<file path="src/hdl/aes_consts.svh">
/*
  AES-128 width constants, round count, GF(2^8) reduction
  polynomial and first rcon value
*/
`ifndef AES_CONSTS_SVH
`define AES_CONSTS_SVH

// state and key widths
`define AES_BLOCK_BITS 128
`define AES_WORD_BITS 32
`define AES_BYTE_BITS 8

// full rounds after the initial AddRoundKey
`define AES_ROUNDS 10

// low byte of x^8 + x^4 + x^3 + x + 1
`define AES_POLY 8'h1b

// rcon used for the first key expansion step
`define AES_RCON_FIRST 8'h01

`endif

</file>
<file path="src/hdl/aesTypesPkg.sv">
/*
  vector types for bytes, words, blocks and round numbers,
  and the round sequencer state enum
*/
`include "aes_consts.svh"

package aesTypesPkg;

  // one state byte
  typedef logic [`AES_BYTE_BITS-1:0] aesByte_t;

  // one column or key word, row 0 byte in the top bits
  typedef logic [`AES_WORD_BITS-1:0] aesWord_t;

  // key, plaintext, state or ciphertext
  // word 0 sits in bits 127..96
  typedef logic [`AES_BLOCK_BITS-1:0] aesBlock_t;

  // round 0 is the initial AddRoundKey, 1..10 the full rounds
  typedef logic [3:0] roundNum_t;

  // round sequencer FSM
  typedef enum logic [1:0] {
    seqIdle,
    seqRun,
    seqDone
  } seqState_t;

endpackage

</file>
<file path="src/hdl/roundIf.sv">
/*
  round control and cipher state shared by the sequencer,
  the round datapath and the result unit
*/
interface roundIf;
  import aesTypesPkg::*;

  // one round per clk while high
  logic stepEn;
  // which transform the datapath applies
  roundNum_t roundNum;
  // key for the round named by roundNum
  aesBlock_t roundKey;
  // current cipher state, ciphertext once done
  aesBlock_t cipherState;

  modport seq (output stepEn, roundNum, roundKey);

  modport dp (input stepEn, roundNum, roundKey, output cipherState);

  modport res (input cipherState);

endinterface

</file>
<file path="src/hdl/spiResult.sv">
/*
  sck-domain ciphertext capture and sdo driver
*/
`include "aes_consts.svh"

module spiResult (
  input  logic sck,
  input  logic rstN,
  input  logic done,
  roundIf.res  rif,
  output logic sdo
);
  import aesTypesPkg::*;

  aesBlock_t captured;
  logic      wasDone;
  logic      sdoDelayed;

  // follow the cipher state until done is seen, then shift out
  always_ff @(posedge sck) begin
    if (!wasDone) begin
      captured <= rif.cipherState;
    end else begin
      captured <= {captured[`AES_BLOCK_BITS-2:0], 1'b0};
    end
  end

  // sdo moves on falling sck so the host samples a settled bit
  always_ff @(negedge sck or negedge rstN) begin
    if (!rstN) begin
      wasDone    <= 1'b0;
      sdoDelayed <= 1'b0;
    end else begin
      wasDone    <= done;
      sdoDelayed <= captured[`AES_BLOCK_BITS-2];
    end
  end

  // msb goes out before the first sck edge of the readback
  assign sdo = (done && !wasDone) ? rif.cipherState[`AES_BLOCK_BITS-1] : sdoDelayed;

endmodule

</file>
<file path="src/flat_wrapper.sv">
// flat-port wrapper written by rule: the top's interface ports become plain ports
module spiResult_flat import aesTypesPkg::*;
  (sck, rstN, done, sdo, rif_cipherState);
  roundIf rif_i ();
  input  logic sck;
  input  logic rstN;
  input  logic done;
  output logic sdo;
  input wire logic [$bits(rif_i.cipherState)-1:0] rif_cipherState;
  assign rif_i.cipherState = rif_cipherState;
  spiResult u_core (.sck(sck), .rstN(rstN), .done(done), .rif(rif_i), .sdo(sdo));
endmodule
</file>
<file path="config.mk">
export PLATFORM = sky130hd
export DESIGN_NAME = spiResult_flat
export DESIGN_NICKNAME = d
export VERILOG_FILES = /design/src/hdl/aesTypesPkg.sv /design/src/hdl/roundIf.sv /design/src/hdl/spiResult.sv /design/src/flat_wrapper.sv
export VERILOG_INCLUDE_DIRS = /design/src /design/src/hdl
export SDC_FILE = /design/constraint.sdc
export NUM_CORES = 1
export LEC_CHECK = 0
export ABC_AREA = 1
export BUFFER_PORTS_ARGS = -buffer_cell sky130_fd_sc_hd__buf_4
export CAP_MARGIN = 20
export CORE_AREA = 2 2 113 115
export CTS_CLUSTER_DIAMETER = 120
export DETAILED_ROUTE_END_ITERATION = 8
export DIE_AREA = 0 0 115 117
export GPL_TIMING_DRIVEN = 0
export PLACE_DENSITY = 0.6
export SLEW_MARGIN = 30
export SYNTH_ARGS = -nofsm -noshare
export SYNTH_HDL_FRONTEND = slang
export SYNTH_SLANG_ARGS = --single-unit
</file>
<file path="constraint.sdc">
create_clock -name sck -period 2.76 [get_ports sck]
set_input_delay 0.276 -clock sck [delete_from_list [all_inputs] [get_ports sck]]
set_output_delay 0.276 -clock sck [all_outputs]
set_load 0.05 [all_outputs]
</file>
==> reports/summary.txt <==
dpl hpwl = 6539 µm
ys async rst share = 0.01550
H-tree depth = 4
hold_sp = rif_cipherState[112]
Post-synth EDFFs = 0
# IOs = 132
max_cap viols = 0
critical path class = reg -> out
hold path depth = 3
fin cells = 854
port buffer count = 131
TritonRoute pass-1 iters = 4
Total Routed Length = 9012 µm
Synth area leader = dfxtp_1
sequential fraction of the synthesis area = 0.6159
#FFs+latches synth = 129
R2R Setup Slk = 0.13 ns
total area of multi-input combinational cells = 1446 µm²
die height = 117 µm
leakage power figure = 3.254 nW
Final #Nets = 823
Max clock buf depth = 2
commonest cells in the netlist = 381 x nand2_1, 127 x dfxtp_1, 22 x buf_2, 4 x buf_6
hold slack = 0.05632 ns
GRT Total Usage = 0.1475
Initial DRC Count = 99
CP startpoint kind = flop
Synth Cell Area = 4209 µm²
Synth Area per Inst = 7.766 µm²
# DRC = 0
reg2reg end = u_core.captured[96]
die area = 13460 µm²
Vias per Instance = 4.142
GP Congestion = 0.7112
share of post-route cells with drive strength above 1 = 0.2699
cell count after synthesis = 542
Rows = 41
first-pass GRT wire length = 15300 µm
syn_nets = 673
Final Hold Viols = 0
antenna violations before repair = 0
fill cell count = 1252
Setup Viol. Count Final = 1
synth top area cells = dfxtp_1 60%, nand2_1 34%, buf_2 2.6%
vias in the first global route = 3486
clock latency on the worst-skew pair = 0.41 ns
register area = 2592 µm²
Ys Warns = 0
setup_tns = -0.1360 ns
cell depth of the worst flop-to-flop path = 6
Core ar. = 12310 µm²
Post-Layout Inst Area = 5989 µm²
crit path DAT = 2.62 ns
Die Span X = 115 µm
GRT overflow = 0
Worst Hold Path EP = u_core.captured[112]
final core utilization = 0.4865
wire length per cell = 10.55 µm
crit-path max FO = 4
Slew headroom = 0.8488
TritonCTS Buffers = 17
initial core utilization = 0.3419
DP Worst Slack = 0.1469 ns
pin count of the biggest net entering global routing = 17
root buffer cell = clkbuf_16
Peak VDD IR = 0.3645 mV
setup ws final = -0.1360 ns
r2r startpoint = u_core.wasDone
ant diodes = 0
Critical Path End Type = output port
post-route ant nets = 0
Critical Path RT = 2.48 ns
area added between synthesis and finish = 42.30%
Clock Pin Slew Worst Setup and Hold Paths = 0.05 ns
CTS sink cnt = 129
most frequent cell after synthesis = nand2_1
placed insts = 823
Power Total = 4.657 mW
outcome = finished with violations
worst-margin pin slew = 0.2267 ns
Synth top area share = 0.6040
RSZ-0062 raised after global routing = true
Power Dens Cells = 777.5 nW/µm²
Placed Area = 5380 µm²
Most used DFF post-synth = dfxtp_1
failing checks = setup timing
Final Max Slew Viols = 0
skew final = 0.01914 ns
Min-Delay Path Class = in -> reg
CTS tree = yes
vias after detailed routing = 3537
Yosys cell types = 9
-- placed cells by master (no fill, tap or decap), types with 3 or more instances in the layout --
cell / instances
dfxtp_1: 127
buf_6: 4
buf_4: 133
nand2_2: 3
clkinv_2: 3
clkbuf_1: 4
clkbuf_8: 5
clkbuf_16: 17
buf_2: 19
nand2_1: 378
-- worst max-delay path, cell delays in order (launching register included) --
cell,delay [ns]
dfrtn_1,0.46
inv_4,0.06
nand2_2,0.06
nand2_2,0.06
nand2_2,0.08
buf_8,0.14
-- what timing repair did --
action | CTS | global route
pin swaps | 0 | 2
setup endpoints to repair | 1 | 101
resized for setup | 3 | 6
endpoints found under the hold margin | 0 | 0
setup buffers | 2 | 1
hold buffers | 0 | 0
-- area by class of cell --
cell class,count,area share
Sequential cell,129,0.4328
Multi-Input combinational cell,383,0.2415
Timing Repair Buffer,134,0.1692
Clock buffer,26,0.08502
Tap cell,150,0.03133
Buffer,25,0.02590
Clock inverter,5,0.01253
Inverter,2,0.001671
-- layer usage --
metal,routed length [µm],vias up,part of all wire,global-route usage
li1,-,1912,-,-
met1,4215,1516,0.47,0.1800
met2,4010,93,0.44,0.2318
met3,625,16,0.069,0.05355
met4,160,0,0.018,0.07229
met5,0,-,0,0
-- worst max-delay path by stage --
stage	startpoint	endpoint	cells past startpoint
detailed placement	u_core.wasDone	sdo	6
finish	u_core.wasDone	sdo	5
CTS	u_core.wasDone	sdo	5
global route	u_core.wasDone	sdo	5
floorplan	u_core.wasDone	sdo	5
global placement	u_core.wasDone	sdo	6
-- power by group --
part,internal (mW),switching [mW],total (mW)
Clock,1.44,0.732,2.17
Sequential,2.04,0.0458,2.09
Combinational,0.215,0.183,0.398
Total,3.70,0.960,4.66
-- logic make-up after synthesis --
logic type / Yosys count / share of synthesized area
and+or+nand+nor: 383 / 0.3419
DFF: 129 / 0.6159
buffers and inverters: 30 / 0.04221
-- sequential cells by signal, summed over array words and instances, names as in the netlist --
register / flops
u_core.wasDone: 1
u_core.sdoDelayed: 1
u_core.captured: 127
(Power assumes the default switching activity.)
