File: src/hdl/aes_consts.svh
/*
  AES-128 width constants, round count, GF(2^8) reduction
  polynomial and first rcon value
*/
`ifndef AES_CONSTS_SVH
`define AES_CONSTS_SVH

// state and key widths
`define AES_BLOCK_BITS 128
`define AES_WORD_BITS 32
`define AES_BYTE_BITS 8

// full rounds after the initial AddRoundKey
`define AES_ROUNDS 10

// low byte of x^8 + x^4 + x^3 + x + 1
`define AES_POLY 8'h1b

// rcon used for the first key expansion step
`define AES_RCON_FIRST 8'h01

`endif

File: src/hdl/aesTypesPkg.sv
/*
  vector types for bytes, words, blocks and round numbers,
  and the round sequencer state enum
*/
`include "aes_consts.svh"

package aesTypesPkg;

  // one state byte
  typedef logic [`AES_BYTE_BITS-1:0] aesByte_t;

  // one column or key word, row 0 byte in the top bits
  typedef logic [`AES_WORD_BITS-1:0] aesWord_t;

  // key, plaintext, state or ciphertext
  // word 0 sits in bits 127..96
  typedef logic [`AES_BLOCK_BITS-1:0] aesBlock_t;

  // round 0 is the initial AddRoundKey, 1..10 the full rounds
  typedef logic [3:0] roundNum_t;

  // round sequencer FSM
  typedef enum logic [1:0] {
    seqIdle,
    seqRun,
    seqDone
  } seqState_t;

endpackage

File: src/hdl/spiLoader.sv
/*
  sck-domain input shifter for plaintext and key
*/
`include "aes_consts.svh"

module spiLoader (
  input  logic                  sck,
  input  logic                  rstN,
  input  logic                  sdi,
  input  logic                  load,
  output aesTypesPkg::aesBlock_t keyBlock,
  output aesTypesPkg::aesBlock_t textBlock
);
  import aesTypesPkg::*;

  aesBlock_t textNext;
  aesBlock_t keyNext;

  // one 256-bit chain, text on top so the first bit ends at text[127]
  assign {textNext, keyNext} = {textBlock[`AES_BLOCK_BITS-2:0], keyBlock, sdi};

  // shift only while the host holds load
  always_ff @(posedge sck or negedge rstN) begin
    if (!rstN) begin
      textBlock <= '0;
      keyBlock  <= '0;
    end else if (load) begin
      textBlock <= textNext;
      keyBlock  <= keyNext;
    end
  end

endmodule

File: config.mk
export PLATFORM = sky130hd
export DESIGN_NAME = spiLoader
export DESIGN_NICKNAME = d
export VERILOG_FILES = /design/src/hdl/aesTypesPkg.sv /design/src/hdl/spiLoader.sv
export VERILOG_INCLUDE_DIRS = /design/src /design/src/hdl
export SDC_FILE = /design/constraint.sdc
export NUM_CORES = 1
export LEC_CHECK = 0
export BUFFER_PORTS_ARGS = -buffer_cell sky130_fd_sc_hd__buf_2
export CAP_MARGIN = 20
export CORE_ASPECT_RATIO = 1.1
export CORE_MARGIN = 4
export CORE_UTILIZATION = 30
export CTS_CLUSTER_DIAMETER = 150
export CTS_CLUSTER_SIZE = 25
export DETAILED_ROUTE_END_ITERATION = 6
export SYNTH_ARGS = -nofsm -noshare
export SYNTH_HDL_FRONTEND = slang
export SYNTH_SLANG_ARGS = --single-unit
export TNS_END_PERCENT = 1
File: constraint.sdc
create_clock -name sck -period 0.9 [get_ports sck]
set_input_delay 0.045 -clock sck [delete_from_list [all_inputs] [get_ports sck]]
set_output_delay 0.045 -clock sck [all_outputs]
set_load 0.02 [all_outputs]
==> flow_results.xml <==
<?xml version="1.0" encoding="UTF-8"?>
<metrics>
  <group name="status">
    <metric name="run_status" unit="">finished with violations</metric>
    <metric name="failing_checks" unit="">setup timing</metric>
  </group>
  <group name="place">
    <metric name="post-place-cells" unit="">1225</metric>
    <metric name="numPortBuffers" unit="">259</metric>
    <metric name="detailed_place_hpwl" unit="um">14440</metric>
    <metric name="gp_routability_congestion" unit="">0.7211</metric>
    <metric name="dpl_worst_slack" unit="ns">-0.1462</metric>
  </group>
  <group name="timing">
    <metric name="max_slew.worst_pin.slew" unit="ns">0.3316</metric>
    <metric name="finalWorstPathRequiredPeriod" unit="ns">1.131</metric>
    <metric name="fin_ws" unit="ns">-0.2313</metric>
    <metric name="maxClockFrequency" unit="GHz">0.8839</metric>
    <metric name="finalSetupViolCount" unit="">265</metric>
    <metric name="fin_hold_ws" unit="ns">0.04267</metric>
    <metric name="worst_clock_skew" unit="ns">0.02602</metric>
    <metric name="grt_setup_unrepaired" unit="">true</metric>
    <metric name="hold_viol" unit="">0</metric>
    <metric name="final.period_utilization" unit="">1.257</metric>
    <metric name="drv_slew" unit="">0</metric>
    <metric name="relSlewSlack" unit="">0.7790</metric>
  </group>
  <group name="final_layout">
    <metric name="area_growth_syn_to_layout" unit="%">34.46</metric>
    <metric name="share_of_post_route_cells_with_drive_strength_above_1" unit="">0.6924</metric>
    <metric name="final_cells" unit="">1262</metric>
    <metric name="num_antenna_cells" unit="">0</metric>
    <metric name="layout.nets" unit="">846</metric>
    <metric name="multi_input_comb_area" unit="um^2">2898</metric>
    <metric name="seqCellArea" unit="um^2">6406</metric>
    <metric name="filler_cell_count" unit="">2989</metric>
  </group>
  <group name="power">
    <metric name="clock_power_share" unit="">0.299</metric>
    <metric name="cellPowerDensity" unit="nW/um^2">1736</metric>
    <metric name="power.share.switching" unit="">0.2577</metric>
    <metric name="total_leakage_power" unit="nW">6.953</metric>
    <metric name="share_comb_of_total_power" unit="">0.140</metric>
    <metric name="power.sequential.fraction" unit="">0.560</metric>
    <metric name="max-vdd-ir-drop" unit="mV">1.574</metric>
    <metric name="netSwitchingPower" unit="mW">5.770</metric>
    <metric name="intPower" unit="mW">16.62</metric>
  </group>
  <group name="setup_path">
    <metric name="critPathLaunch" unit="">textBlock[116]</metric>
    <metric name="crit_path_max_delay_cell_type" unit="">dfrtp_1</metric>
    <metric name="cp_data_required_time" unit="ns">0.85</metric>
    <metric name="critical_path.max_stage_delay" unit="ns">0.43</metric>
    <metric name="crit_family" unit="">flip-flops</metric>
    <metric name="timing.critical_path.cells" unit="">buf_2</metric>
    <metric name="cp_num_buf_inv" unit="">1</metric>
    <metric name="r2r-end" unit="">textBlock[9]</metric>
    <metric name="r2r_slack" unit="ns">-0.04</metric>
    <metric name="arrival" unit="ns">1.09</metric>
    <metric name="timing.setup.critical_path_class" unit="">reg -&gt; out</metric>
    <metric name="r2r_start" unit="">textBlock[8]</metric>
    <metric name="crit_fanout" unit="">2</metric>
    <metric name="setup.worst_path.end_class" unit="">primary output</metric>
    <metric name="setup.worst_path.start_class" unit="">flop</metric>
    <metric name="reg2reg_depth" unit="">2</metric>
  </group>
  <group name="yosys">
    <metric name="synth_enable_flop_cells" unit="">0</metric>
    <metric name="yosys_reg_bits" unit="">256</metric>
    <metric name="synth_common_cells" unit="">256 x dfrtp_1, 256 x mux2_2, 26 x buf_6, 1 x buf_2, 1 x buf_4</metric>
    <metric name="asyncSetResetFlopFracSynth" unit="">1.000</metric>
    <metric name="yosys.area.top_type" unit="">dfrtp_1</metric>
    <metric name="yosys-top-cells-area" unit="">dfrtp_1 67%, mux2_2 30%, buf_6 3.1%</metric>
    <metric name="synth_sequential_area_ratio" unit="">0.6677</metric>
    <metric name="mappedNetlistNets" unit="">544</metric>
    <metric name="synth.top_cell.area_share" unit="">0.6677</metric>
    <metric name="postSynth.topFlopCell" unit="">dfrtp_1</metric>
    <metric name="post_synth_inst_count" unit="">540</metric>
    <metric name="synth_cell_types" unit="">5</metric>
    <metric name="synth.cell_area" unit="um^2">9594</metric>
    <metric name="ys.warnings.count" unit="">0</metric>
    <metric name="synth_area_per_cell" unit="um^2">17.77</metric>
  </group>
  <group name="route">
    <metric name="route.detailed.vias_per_inst" unit="">4.366</metric>
    <metric name="routed_wire_length_per_instance" unit="um">16.25</metric>
    <metric name="num_vias" unit="">5510</metric>
    <metric name="final_antenna_net_count" unit="">0</metric>
    <metric name="initialDrtViolationCount" unit="">176</metric>
    <metric name="drt_pass1_iterations" unit="">4</metric>
    <metric name="drt_drc_violations_left" unit="">0</metric>
    <metric name="detail_route.wirelength" unit="um">20510</metric>
  </group>
  <group name="global_route">
    <metric name="track_usage" unit="">0.1135</metric>
    <metric name="grt_pass1_vias" unit="">5821</metric>
    <metric name="grt_pass1_wl" unit="um">32830</metric>
    <metric name="grt_max_degree" unit="">34</metric>
    <metric name="grt_antenna_before_repair" unit="">0</metric>
    <metric name="gr-total-overflow" unit="">0</metric>
  </group>
  <group name="clocking">
    <metric name="cts_inserted_buffers" unit="">14</metric>
    <metric name="cts_max_level" unit="">1</metric>
    <metric name="cts_max_path_buffers" unit="">3</metric>
    <metric name="cts_tree" unit="">yes</metric>
    <metric name="clkTransAtPathRegs" unit="ns">0.09</metric>
    <metric name="cts.sinks" unit="">256</metric>
    <metric name="cts-root-buf" unit="">clkbuf_16</metric>
    <metric name="clk-insertion-delay-late" unit="ns">0.49</metric>
  </group>
  <group name="floorplanning">
    <metric name="row_count" unit="">68</metric>
    <metric name="starting_utilization_of_the_core_area" unit="">0.3048</metric>
    <metric name="die-area" unit="um^2">34910</metric>
    <metric name="chipHeight" unit="um">195.6</metric>
    <metric name="ios" unit="">260</metric>
    <metric name="area_inside_the_core_boundary" unit="um^2">31480</metric>
    <metric name="dieWidth" unit="um">178.5</metric>
  </group>
  <group name="run">
    <metric name="timing.max_cap.violations" unit="">0</metric>
  </group>
  <group name="worst_hold_path">
    <metric name="timing.hold.worst.class" unit="">in -&gt; async</metric>
  </group>
</metrics>
## layout make-up
cell class,instances,share of cell area
clock buffers,15,0.02910
well taps,420,0.04074
clock inverters,1,0.001552
repair buffers,314,0.2074
flip-flops and latches,256,0.4966
multi-input cells,256,0.2246
## worst reg2reg max path, delay by kind of cell (launching register included)
family / cells / cell delay, ns
buffers and inverters: 1 / 0.16
muxes: 1 / 0.25
DFF: 1 / 0.43
## how the worst max path moves through the flow
stage                                end  cells past startpoint  slack [ns]
final                     textBlock[116]                      1       -0.23
after global routing        textBlock[8]                      1       -0.28
after CTS                  textBlock[81]                      1       -0.26
after detailed placement    keyBlock[68]                      3       -0.15
after global placement       keyBlock[5]                      3       -0.13
after floorplan            textBlock[10]                      1        0.06
## sequential cells by signal, summed over array words and instances (netlist names)
signal	flops
keyBlock	128
textBlock	128
## cells by family after synthesis
logic type / share of synthesized area
flip-flops: 0.6677
buffers and inverters: 0.03182
multiplexers: 0.3005
## layer usage
layer / part of all wire / GRT usage / up-vias / routed length (um)
met4: 0.012 / 0.02104 / 0 / 238
met3: 0.090 / 0.03659 / 14 / 1842
met2: 0.49 / 0.1906 / 161 / 10060
li1: - / - / 2512 / -
met1: 0.41 / 0.1451 / 2823 / 8371
met5: 0 / 0 / - / 0
## power by group through the flow
stage	Clock [mW]	Sequential, mW	Combinational [mW]
floorplan	0	13.3	0.953
global placement	0	12.7	2.74
detailed placement	0	12.7	2.77
CTS	7.10	12.5	3.05
global route	7.55	12.7	3.36
finish	6.70	12.5	3.14
## cells in the final DEF (no fill, tap or decap)
master         Yosys  final
mux2_2           256    252
clkbuf_16          0     15
mux2_4             0      4
buf_12             0     10
buf_4              1     32
dfrtp_1          256    256
buf_8              0      2
buf_2              1    133
inv_16             0      1
buf_6             26    134
dlygate4sd3_1      0      3
## metrics by stage
stage | total power, mW | setup TNS [ns] | instance area, um^2 | utilization
after floorplan | 14.28 | 0 | 9594 | -
after global placement | 15.47 | -23.55 | 11510 | 0.3657
after detailed placement | 15.49 | -26.92 | 11510 | 0.3657
after CTS | 22.69 | -60.54 | 12460 | 0.3959
after global routing | 23.56 | -66.47 | 12900 | 0.4098
final | 22.39 | -50.02 | 12900 | 0.4098
## what timing repair did
action                     in CTS  in global routing
hold endpoints to repair      258                  0
resized for setup             128                134
setup endpoints to repair     256                285
buffers inserted               17                  1
hold buffers                    3                  0
No activity file was read; power rests on OpenSTA's default activity.
