### src/hdl/aes_consts.svh
/*
  AES-128 width constants, round count, GF(2^8) reduction
  polynomial and first rcon value
*/
`ifndef AES_CONSTS_SVH
`define AES_CONSTS_SVH

// state and key widths
`define AES_BLOCK_BITS 128
`define AES_WORD_BITS 32
`define AES_BYTE_BITS 8

// full rounds after the initial AddRoundKey
`define AES_ROUNDS 10

// low byte of x^8 + x^4 + x^3 + x + 1
`define AES_POLY 8'h1b

// rcon used for the first key expansion step
`define AES_RCON_FIRST 8'h01

`endif

### src/hdl/aesTypesPkg.sv
/*
  vector types for bytes, words, blocks and round numbers,
  and the round sequencer state enum
*/
`include "aes_consts.svh"

package aesTypesPkg;

  // one state byte
  typedef logic [`AES_BYTE_BITS-1:0] aesByte_t;

  // one column or key word, row 0 byte in the top bits
  typedef logic [`AES_WORD_BITS-1:0] aesWord_t;

  // key, plaintext, state or ciphertext
  // word 0 sits in bits 127..96
  typedef logic [`AES_BLOCK_BITS-1:0] aesBlock_t;

  // round 0 is the initial AddRoundKey, 1..10 the full rounds
  typedef logic [3:0] roundNum_t;

  // round sequencer FSM
  typedef enum logic [1:0] {
    seqIdle,
    seqRun,
    seqDone
  } seqState_t;

endpackage

### src/hdl/aesFieldPkg.sv
/*
  GF(2^8) arithmetic, computed S-box, word rotation and
  substitution for the key schedule, one-column MixColumns
*/
`include "aes_consts.svh"

package aesFieldPkg;
  import aesTypesPkg::*;

  //////////////////////////////
  // field arithmetic
  //////////////////////////////

  // multiply by x: shift left, fold the carry back in
  function automatic aesByte_t xtime(input aesByte_t b);
    return {b[6:0], 1'b0} ^ (b[7] ? `AES_POLY : 8'h00);
  endfunction

  // shift-and-add multiply, one xtime per bit of b
  function automatic aesByte_t gfMul(input aesByte_t a, input aesByte_t b);
    aesByte_t acc;
    aesByte_t cur;
    acc = '0;
    cur = a;
    for (int i = 0; i < `AES_BYTE_BITS; i++) begin
      if (b[i]) begin
        acc = acc ^ cur;
      end
      cur = xtime(cur);
    end
    return acc;
  endfunction

  // a^254 as a^2 * a^4 * ... * a^128
  // zero stays zero without a special case
  function automatic aesByte_t gfInv(input aesByte_t a);
    aesByte_t sq;
    aesByte_t acc;
    sq = gfMul(a, a);
    acc = sq;
    for (int i = 0; i < 6; i++) begin
      sq = gfMul(sq, sq);
      acc = gfMul(acc, sq);
    end
    return acc;
  endfunction

  //////////////////////////////
  // substitution and columns
  //////////////////////////////

  // inverse, then affine map: xor of four left rotations plus 63
  function automatic aesByte_t subByte(input aesByte_t a);
    aesByte_t inv;
    inv = gfInv(a);
    return inv ^ {inv[6:0], inv[7]} ^ {inv[5:0], inv[7:6]}
               ^ {inv[4:0], inv[7:5]} ^ {inv[3:0], inv[7:4]} ^ 8'h63;
  endfunction

  function automatic aesWord_t subWord(input aesWord_t w);
    return {subByte(w[31:24]), subByte(w[23:16]), subByte(w[15:8]), subByte(w[7:0])};
  endfunction

  // [a0 a1 a2 a3] -> [a1 a2 a3 a0]
  function automatic aesWord_t rotWord(input aesWord_t w);
    return {w[23:0], w[31:24]};
  endfunction

  // lightweight form: yi = ai ^ (a0^a1^a2^a3) ^ xtime(ai ^ a(i+1))
  function automatic aesWord_t mixColumn(input aesWord_t col);
    aesByte_t a0, a1, a2, a3;
    aesByte_t sum;
    {a0, a1, a2, a3} = col;
    sum = a0 ^ a1 ^ a2 ^ a3;
    return {a0 ^ sum ^ xtime(a0 ^ a1),
            a1 ^ sum ^ xtime(a1 ^ a2),
            a2 ^ sum ^ xtime(a2 ^ a3),
            a3 ^ sum ^ xtime(a3 ^ a0)};
  endfunction

endpackage

### src/hdl/roundIf.sv
/*
  round control and cipher state shared by the sequencer,
  the round datapath and the result unit
*/
interface roundIf;
  import aesTypesPkg::*;

  // one round per clk while high
  logic stepEn;
  // which transform the datapath applies
  roundNum_t roundNum;
  // key for the round named by roundNum
  aesBlock_t roundKey;
  // current cipher state, ciphertext once done
  aesBlock_t cipherState;

  modport seq (output stepEn, roundNum, roundKey);

  modport dp (input stepEn, roundNum, roundKey, output cipherState);

  modport res (input cipherState);

endinterface

### src/hdl/roundSequencer.sv
/*
  load synchronizer, round FSM and on-the-fly key expansion
*/
`include "aes_consts.svh"

module roundSequencer (
  input  logic                  clk,
  input  logic                  rstN,
  input  logic                  load,
  input  aesTypesPkg::aesBlock_t keyBlock,
  roundIf.seq                   rif,
  output logic                  done
);
  import aesTypesPkg::*;
  import aesFieldPkg::*;

  logic      loadMeta;
  logic      loadSync;
  logic      loadPrev;
  logic      startRun;
  seqState_t state;
  roundNum_t roundCnt;
  aesByte_t  rcon;
  aesBlock_t curKey;
  aesWord_t  w0, w1, w2, w3;
  aesWord_t  keyMix;
  aesWord_t  n0, n1, n2, n3;

  //////////////////////////////
  // load synchronizer
  //////////////////////////////

  // two flops into clk, a third to see the falling edge
  always_ff @(posedge clk or negedge rstN) begin
    if (!rstN) begin
      loadMeta <= 1'b0;
      loadSync <= 1'b0;
      loadPrev <= 1'b0;
    end else begin
      loadMeta <= load;
      loadSync <= loadMeta;
      loadPrev <= loadSync;
    end
  end

  assign startRun = loadPrev & ~loadSync;

  //////////////////////////////
  // round FSM
  //////////////////////////////

  always_ff @(posedge clk or negedge rstN) begin
    if (!rstN) begin
      state    <= seqIdle;
      roundCnt <= '0;
      rcon     <= '0;
    end else begin
      case (state)
        seqIdle: begin
          if (startRun) begin
            state    <= seqRun;
            roundCnt <= '0;
            rcon     <= `AES_RCON_FIRST;
          end
        end
        seqRun: begin
          // 01 .. 80 then 1b, 36 through the polynomial fold
          rcon <= xtime(rcon);
          if (roundCnt == `AES_ROUNDS) begin
            state    <= seqDone;
            roundCnt <= '0;
          end else begin
            roundCnt <= roundCnt + 4'd1;
          end
        end
        seqDone: begin
          // host starts the next transfer
          if (loadSync) begin
            state <= seqIdle;
          end
        end
        default: state <= seqIdle;
      endcase
    end
  end

  //////////////////////////////
  // key expansion
  //////////////////////////////

  assign {w0, w1, w2, w3} = curKey;

  // g() of the last word folds in the round constant on row 0
  assign keyMix = subWord(rotWord(w3)) ^ {rcon, {(`AES_WORD_BITS - `AES_BYTE_BITS){1'b0}}};
  assign n0 = w0 ^ keyMix;
  assign n1 = n0 ^ w1;
  assign n2 = n1 ^ w2;
  assign n3 = n2 ^ w3;

  // cipher key on start, next round key after every step
  always_ff @(posedge clk) begin
    if (state == seqIdle && startRun) begin
      curKey <= keyBlock;
    end else if (state == seqRun) begin
      curKey <= {n0, n1, n2, n3};
    end
  end

  assign rif.stepEn   = (state == seqRun);
  assign rif.roundNum = roundCnt;
  assign rif.roundKey = curKey;
  assign done         = (state == seqDone);

endmodule

### src/flat_wrapper.sv
// flat-port wrapper written by rule: the top's interface ports become plain ports
module roundSequencer_flat import aesTypesPkg::*; import aesFieldPkg::*;
  (clk, rstN, load, keyBlock, done, rif_stepEn, rif_roundNum, rif_roundKey);
  roundIf rif_i ();
  input  logic clk;
  input  logic rstN;
  input  logic load;
  input  aesTypesPkg::aesBlock_t keyBlock;
  output logic done;
  output wire logic [$bits(rif_i.stepEn)-1:0] rif_stepEn;
  output wire logic [$bits(rif_i.roundNum)-1:0] rif_roundNum;
  output wire logic [$bits(rif_i.roundKey)-1:0] rif_roundKey;
  assign rif_stepEn = rif_i.stepEn;
  assign rif_roundNum = rif_i.roundNum;
  assign rif_roundKey = rif_i.roundKey;
  roundSequencer u_core (.clk(clk), .rstN(rstN), .load(load), .keyBlock(keyBlock), .rif(rif_i), .done(done));
endmodule
### config.mk
export PLATFORM = sky130hd
export DESIGN_NAME = roundSequencer_flat
export DESIGN_NICKNAME = d
export VERILOG_FILES = /design/src/hdl/aesTypesPkg.sv /design/src/hdl/aesFieldPkg.sv /design/src/hdl/roundIf.sv /design/src/hdl/roundSequencer.sv /design/src/flat_wrapper.sv
export VERILOG_INCLUDE_DIRS = /design/src /design/src/hdl
export SDC_FILE = /design/constraint.sdc
export NUM_CORES = 2
export LEC_CHECK = 0
export BUFFER_PORTS_ARGS = -buffer_cell sky130_fd_sc_hd__buf_2
export CORE_MARGIN = 3
export CORE_UTILIZATION = 55
export CTS_BUF_LIST = sky130_fd_sc_hd__clkbuf_4
export CTS_CLUSTER_SIZE = 25
export DETAILED_ROUTE_END_ITERATION = 10
export PLACE_DENSITY = 0.75
export SLEW_MARGIN = 40
export SYNTH_ARGS = -nofsm -noshare
export SYNTH_HDL_FRONTEND = slang
export SYNTH_SLANG_ARGS = --single-unit
### constraint.sdc
create_clock -name clk -period 20.4 [get_ports clk]
set_input_delay 1.02 -clock clk [delete_from_list [all_inputs] [get_ports clk]]
set_output_delay 1.02 -clock clk [all_outputs]
set_load 0.1 [all_outputs]
==> metrics.txt <==
Critical-path top delay cell=ha_1; DRC Markers=0; Slew @ Worst Pin=roughly 0.94 ns; WP data required=between 20 and 25 ns; fin. max-slew vios=0; R2R setup slack=around 1.3 ns; Final TNS setup=0 ns; Worst R2R Start=u_core.rif.roundKey[8]; most frequent cell after synthesis=xnor2_1; total CTS buffers=17; fill count=10.2k; root buffer cell=clkbuf_4; Area Growth Syn to Fin=6.89%; drt pass-1 iters=6; fin crit share=0.937; Max Cap Viol=0; Worst-Skew Late Latency=0.83 ns; area leader, netlist=xnor2_1; syn_area_per_cell=7.41 um2; final net count=about 8.5k; post-CTS sizing=0; io pins=265; Yosys cell types=~110; synth cell count leaders=xnor2_1 (1,693), nor2_1 (1,181), nand2_1 (962); Seq/Total Area, Yosys=0.0687; share of the synthesized area in the top cell type=0.239; setup repair bufs after CTS=0; Syn Nets=8,534; Cells after Synth=~8.4k; status=finished, final reports clean; vias per inst=around 6.2; max frequency=52.3 MHz; die height=~340 um; Routability Congestion=around 0.97; Largest stage delay, worst path=roughly 0.83 ns; largest net degree at the start of global routing=around 150; Mapped Area=about 62,000 um2; core area=between 100,000 and 150,000 um2; crit path kind=register to register; Worst slew margin=0.370; Fin Clk Skew=0.0246 ns; unrepaired setup endpoints after global routing=false; Synth Flop Type=edfxtp_1; Clock Sinks=~150; Horiz. Die Dim=~340 um; PortBufs=264; Starting Density=0.558; die area=between 100,000 and 150,000 um2; Critical Path AT=~20 ns; GRT Util Overall=0.317; DP HPWL=between 100 and 150 mm; layout cells sized above 1=0.108; clock slew at reported path FFs=~0.16 ns; Hold Fails Final Rpt=0; vias in the first global route=~56k; cell row count=approximately 120; hold_buf cts=0; Yosys warnings=0; Critical Path Most Common Cell=xnor2_1; FFs w/ async S/R, synth=0.117; Avg WL per Cell=19.6 um; worst hold path type=primary input to asynchronous set/reset pin; TritonCTS clock tree=built; top cells by area, synth=xnor2_1 (24%), xnor3_1 (11%), xor2_1 (7.4%), nor2_1 (7.1%), edfxtp_1 (6.2%); #FFs+latches synth=145; r2r endpoint=u_core.rif.roundKey[17]; depth of the worst register-to-register path=a little over 50; Final ANT Viol Nets=0; Vias=slightly above 60k; Detailed Route Iter0 Violations=6,798; Crit. End Element=register; post-layout minimum cycle time=roughly 19 ns; initial antenna violation count=8; Startpoint Class=register; Finish-stage setup viols=0; CP Max Fanout=29; WL final=slightly below 200 mm; first-pass GRT wire length=just over 300 mm; H-tree depth=4; Post-synth EDFFs=~130; Max Buffers Root-to-Sink=2; Overflow after GRT=0
[metrics by stage]
stage	cell area [um2]	hold WS [ns]	instances	utilization	setup slack [ns]
after floorplan	62100	0.331	8382	-	2.52
after global placement	65400	0.348	9843	0.587	0.963
after detailed placement	65800	0.349	9846	0.591	0.930
after CTS	66100	0.0576	9878	0.594	0.810
after global routing	66400	0.0936	9888	0.596	0.114
final	66400	0.158	9889	0.596	1.28
[flip-flops by register name (all words and copies together), names as in the netlist]
register	cells
u_core.rif.roundNum	4
u_core.loadPrev	1
u_core.state	2
u_core.rcon	8
u_core.rif.roundKey	128
u_core.loadMeta	1
u_core.loadSync	1
[layout by cell type (no fill, tap or decap), types with 25 or more instances in the layout]
master and n:
a21oi_1 472, nor2b_1 57, or3_1 38, a32oi_1 26, edfxtp_1 128, a211oi_1 88
xnor2_1 1596, nor3_1 178, or2_2 40, nand2b_1 86, inv_1 78, a22oi_1 59
buf_2 265, a221oi_1 25, and2_1 63, mux2i_1 190, mux2_2 42, and3_1 48
o21ai_0 432, o32ai_1 29, o211ai_1 62, a31oi_1 71, o221ai_1 30, nand3_1 173
xor3_1 39, o22ai_1 111, xnor2_2 145, nand2_1 962, nor2_1 1175, o31ai_1 31
a21o_1 32, xor2_2 33, xnor3_1 297, buf_4 272, xor2_1 508
[area by class of cell]
cell class | count | area (um2) | area share
repair buffers | 545 | 3480 | 0.0523
multi-input cells | 7572 | 56100 | 0.845
clock buffers | 17 | 128 | 0.00192
flip-flops and latches | 145 | 4270 | 0.0643
clock inverters | 15 | 178 | 0.00268
well taps | 1488 | 1860 | 0.0280
inverters | 100 | 383 | 0.00576
diodes | 7 | 17.5 | 0.000264
[worst max-delay path by stage]
| stage | endpoint | slack (ns) | cells after the start | startpoint |
|---|---|---|---|---|
| global route | u_core.rif.roundKey[20] | 0.11 | 51 | u_core.rif.roundKey[8] |
| finish | u_core.rif.roundKey[17] | 1.28 | 51 | u_core.rif.roundKey[8] |
| global placement | u_core.rif.roundKey[16] | 0.96 | 48 | u_core.rif.roundKey[15] |
| floorplan | u_core.rif.roundKey[27] | 2.52 | 67 | u_core.rif.roundKey[23] |
| CTS | u_core.rif.roundKey[17] | 0.81 | 51 | u_core.rif.roundKey[15] |
| detailed placement | u_core.rif.roundKey[17] | 0.93 | 52 | u_core.rif.roundKey[15] |
[metal layers]
metal	vias up	share of wire	global-route usage
met3	338	0.092	0.0483
met2	2844	0.44	0.491
met1	28900	0.43	0.453
met5	-	0	0
met4	0	0.030	0.0990
li1	28800	-	-
[critical path, delay by kind of cell, from the launching register on]
kind                     cells  cell delay [ns]
XOR/XNOR                    32            12.32
AND/OR/NAND/NOR              7             1.48
adder cells (fa/ha/maj)      2             1.42
buffers and inverters        3             1.33
AO/OA/AOI/OAI                6             1.27
flip-flops                   1             0.70
multiplexers                 1             0.29
[kinds of logic after synthesis]
| group | Yosys count | synth area share |
|---|---|---|
| and+or+nand+nor | 2946 | 0.205 |
| xor gates and xnor gates | 2651 | 0.465 |
| AOI/OAI and AO/OA | 1720 | 0.175 |
| buffers and inverters | 665 | 0.0433 |
| muxes | 233 | 0.0384 |
| DFF | 145 | 0.0687 |
| adders and majority gates | 22 | 0.00439 |
Power is left out: the tool's default activity adds up to more than one toggle a clock period on the data nets, which glitch-free logic cannot reach.
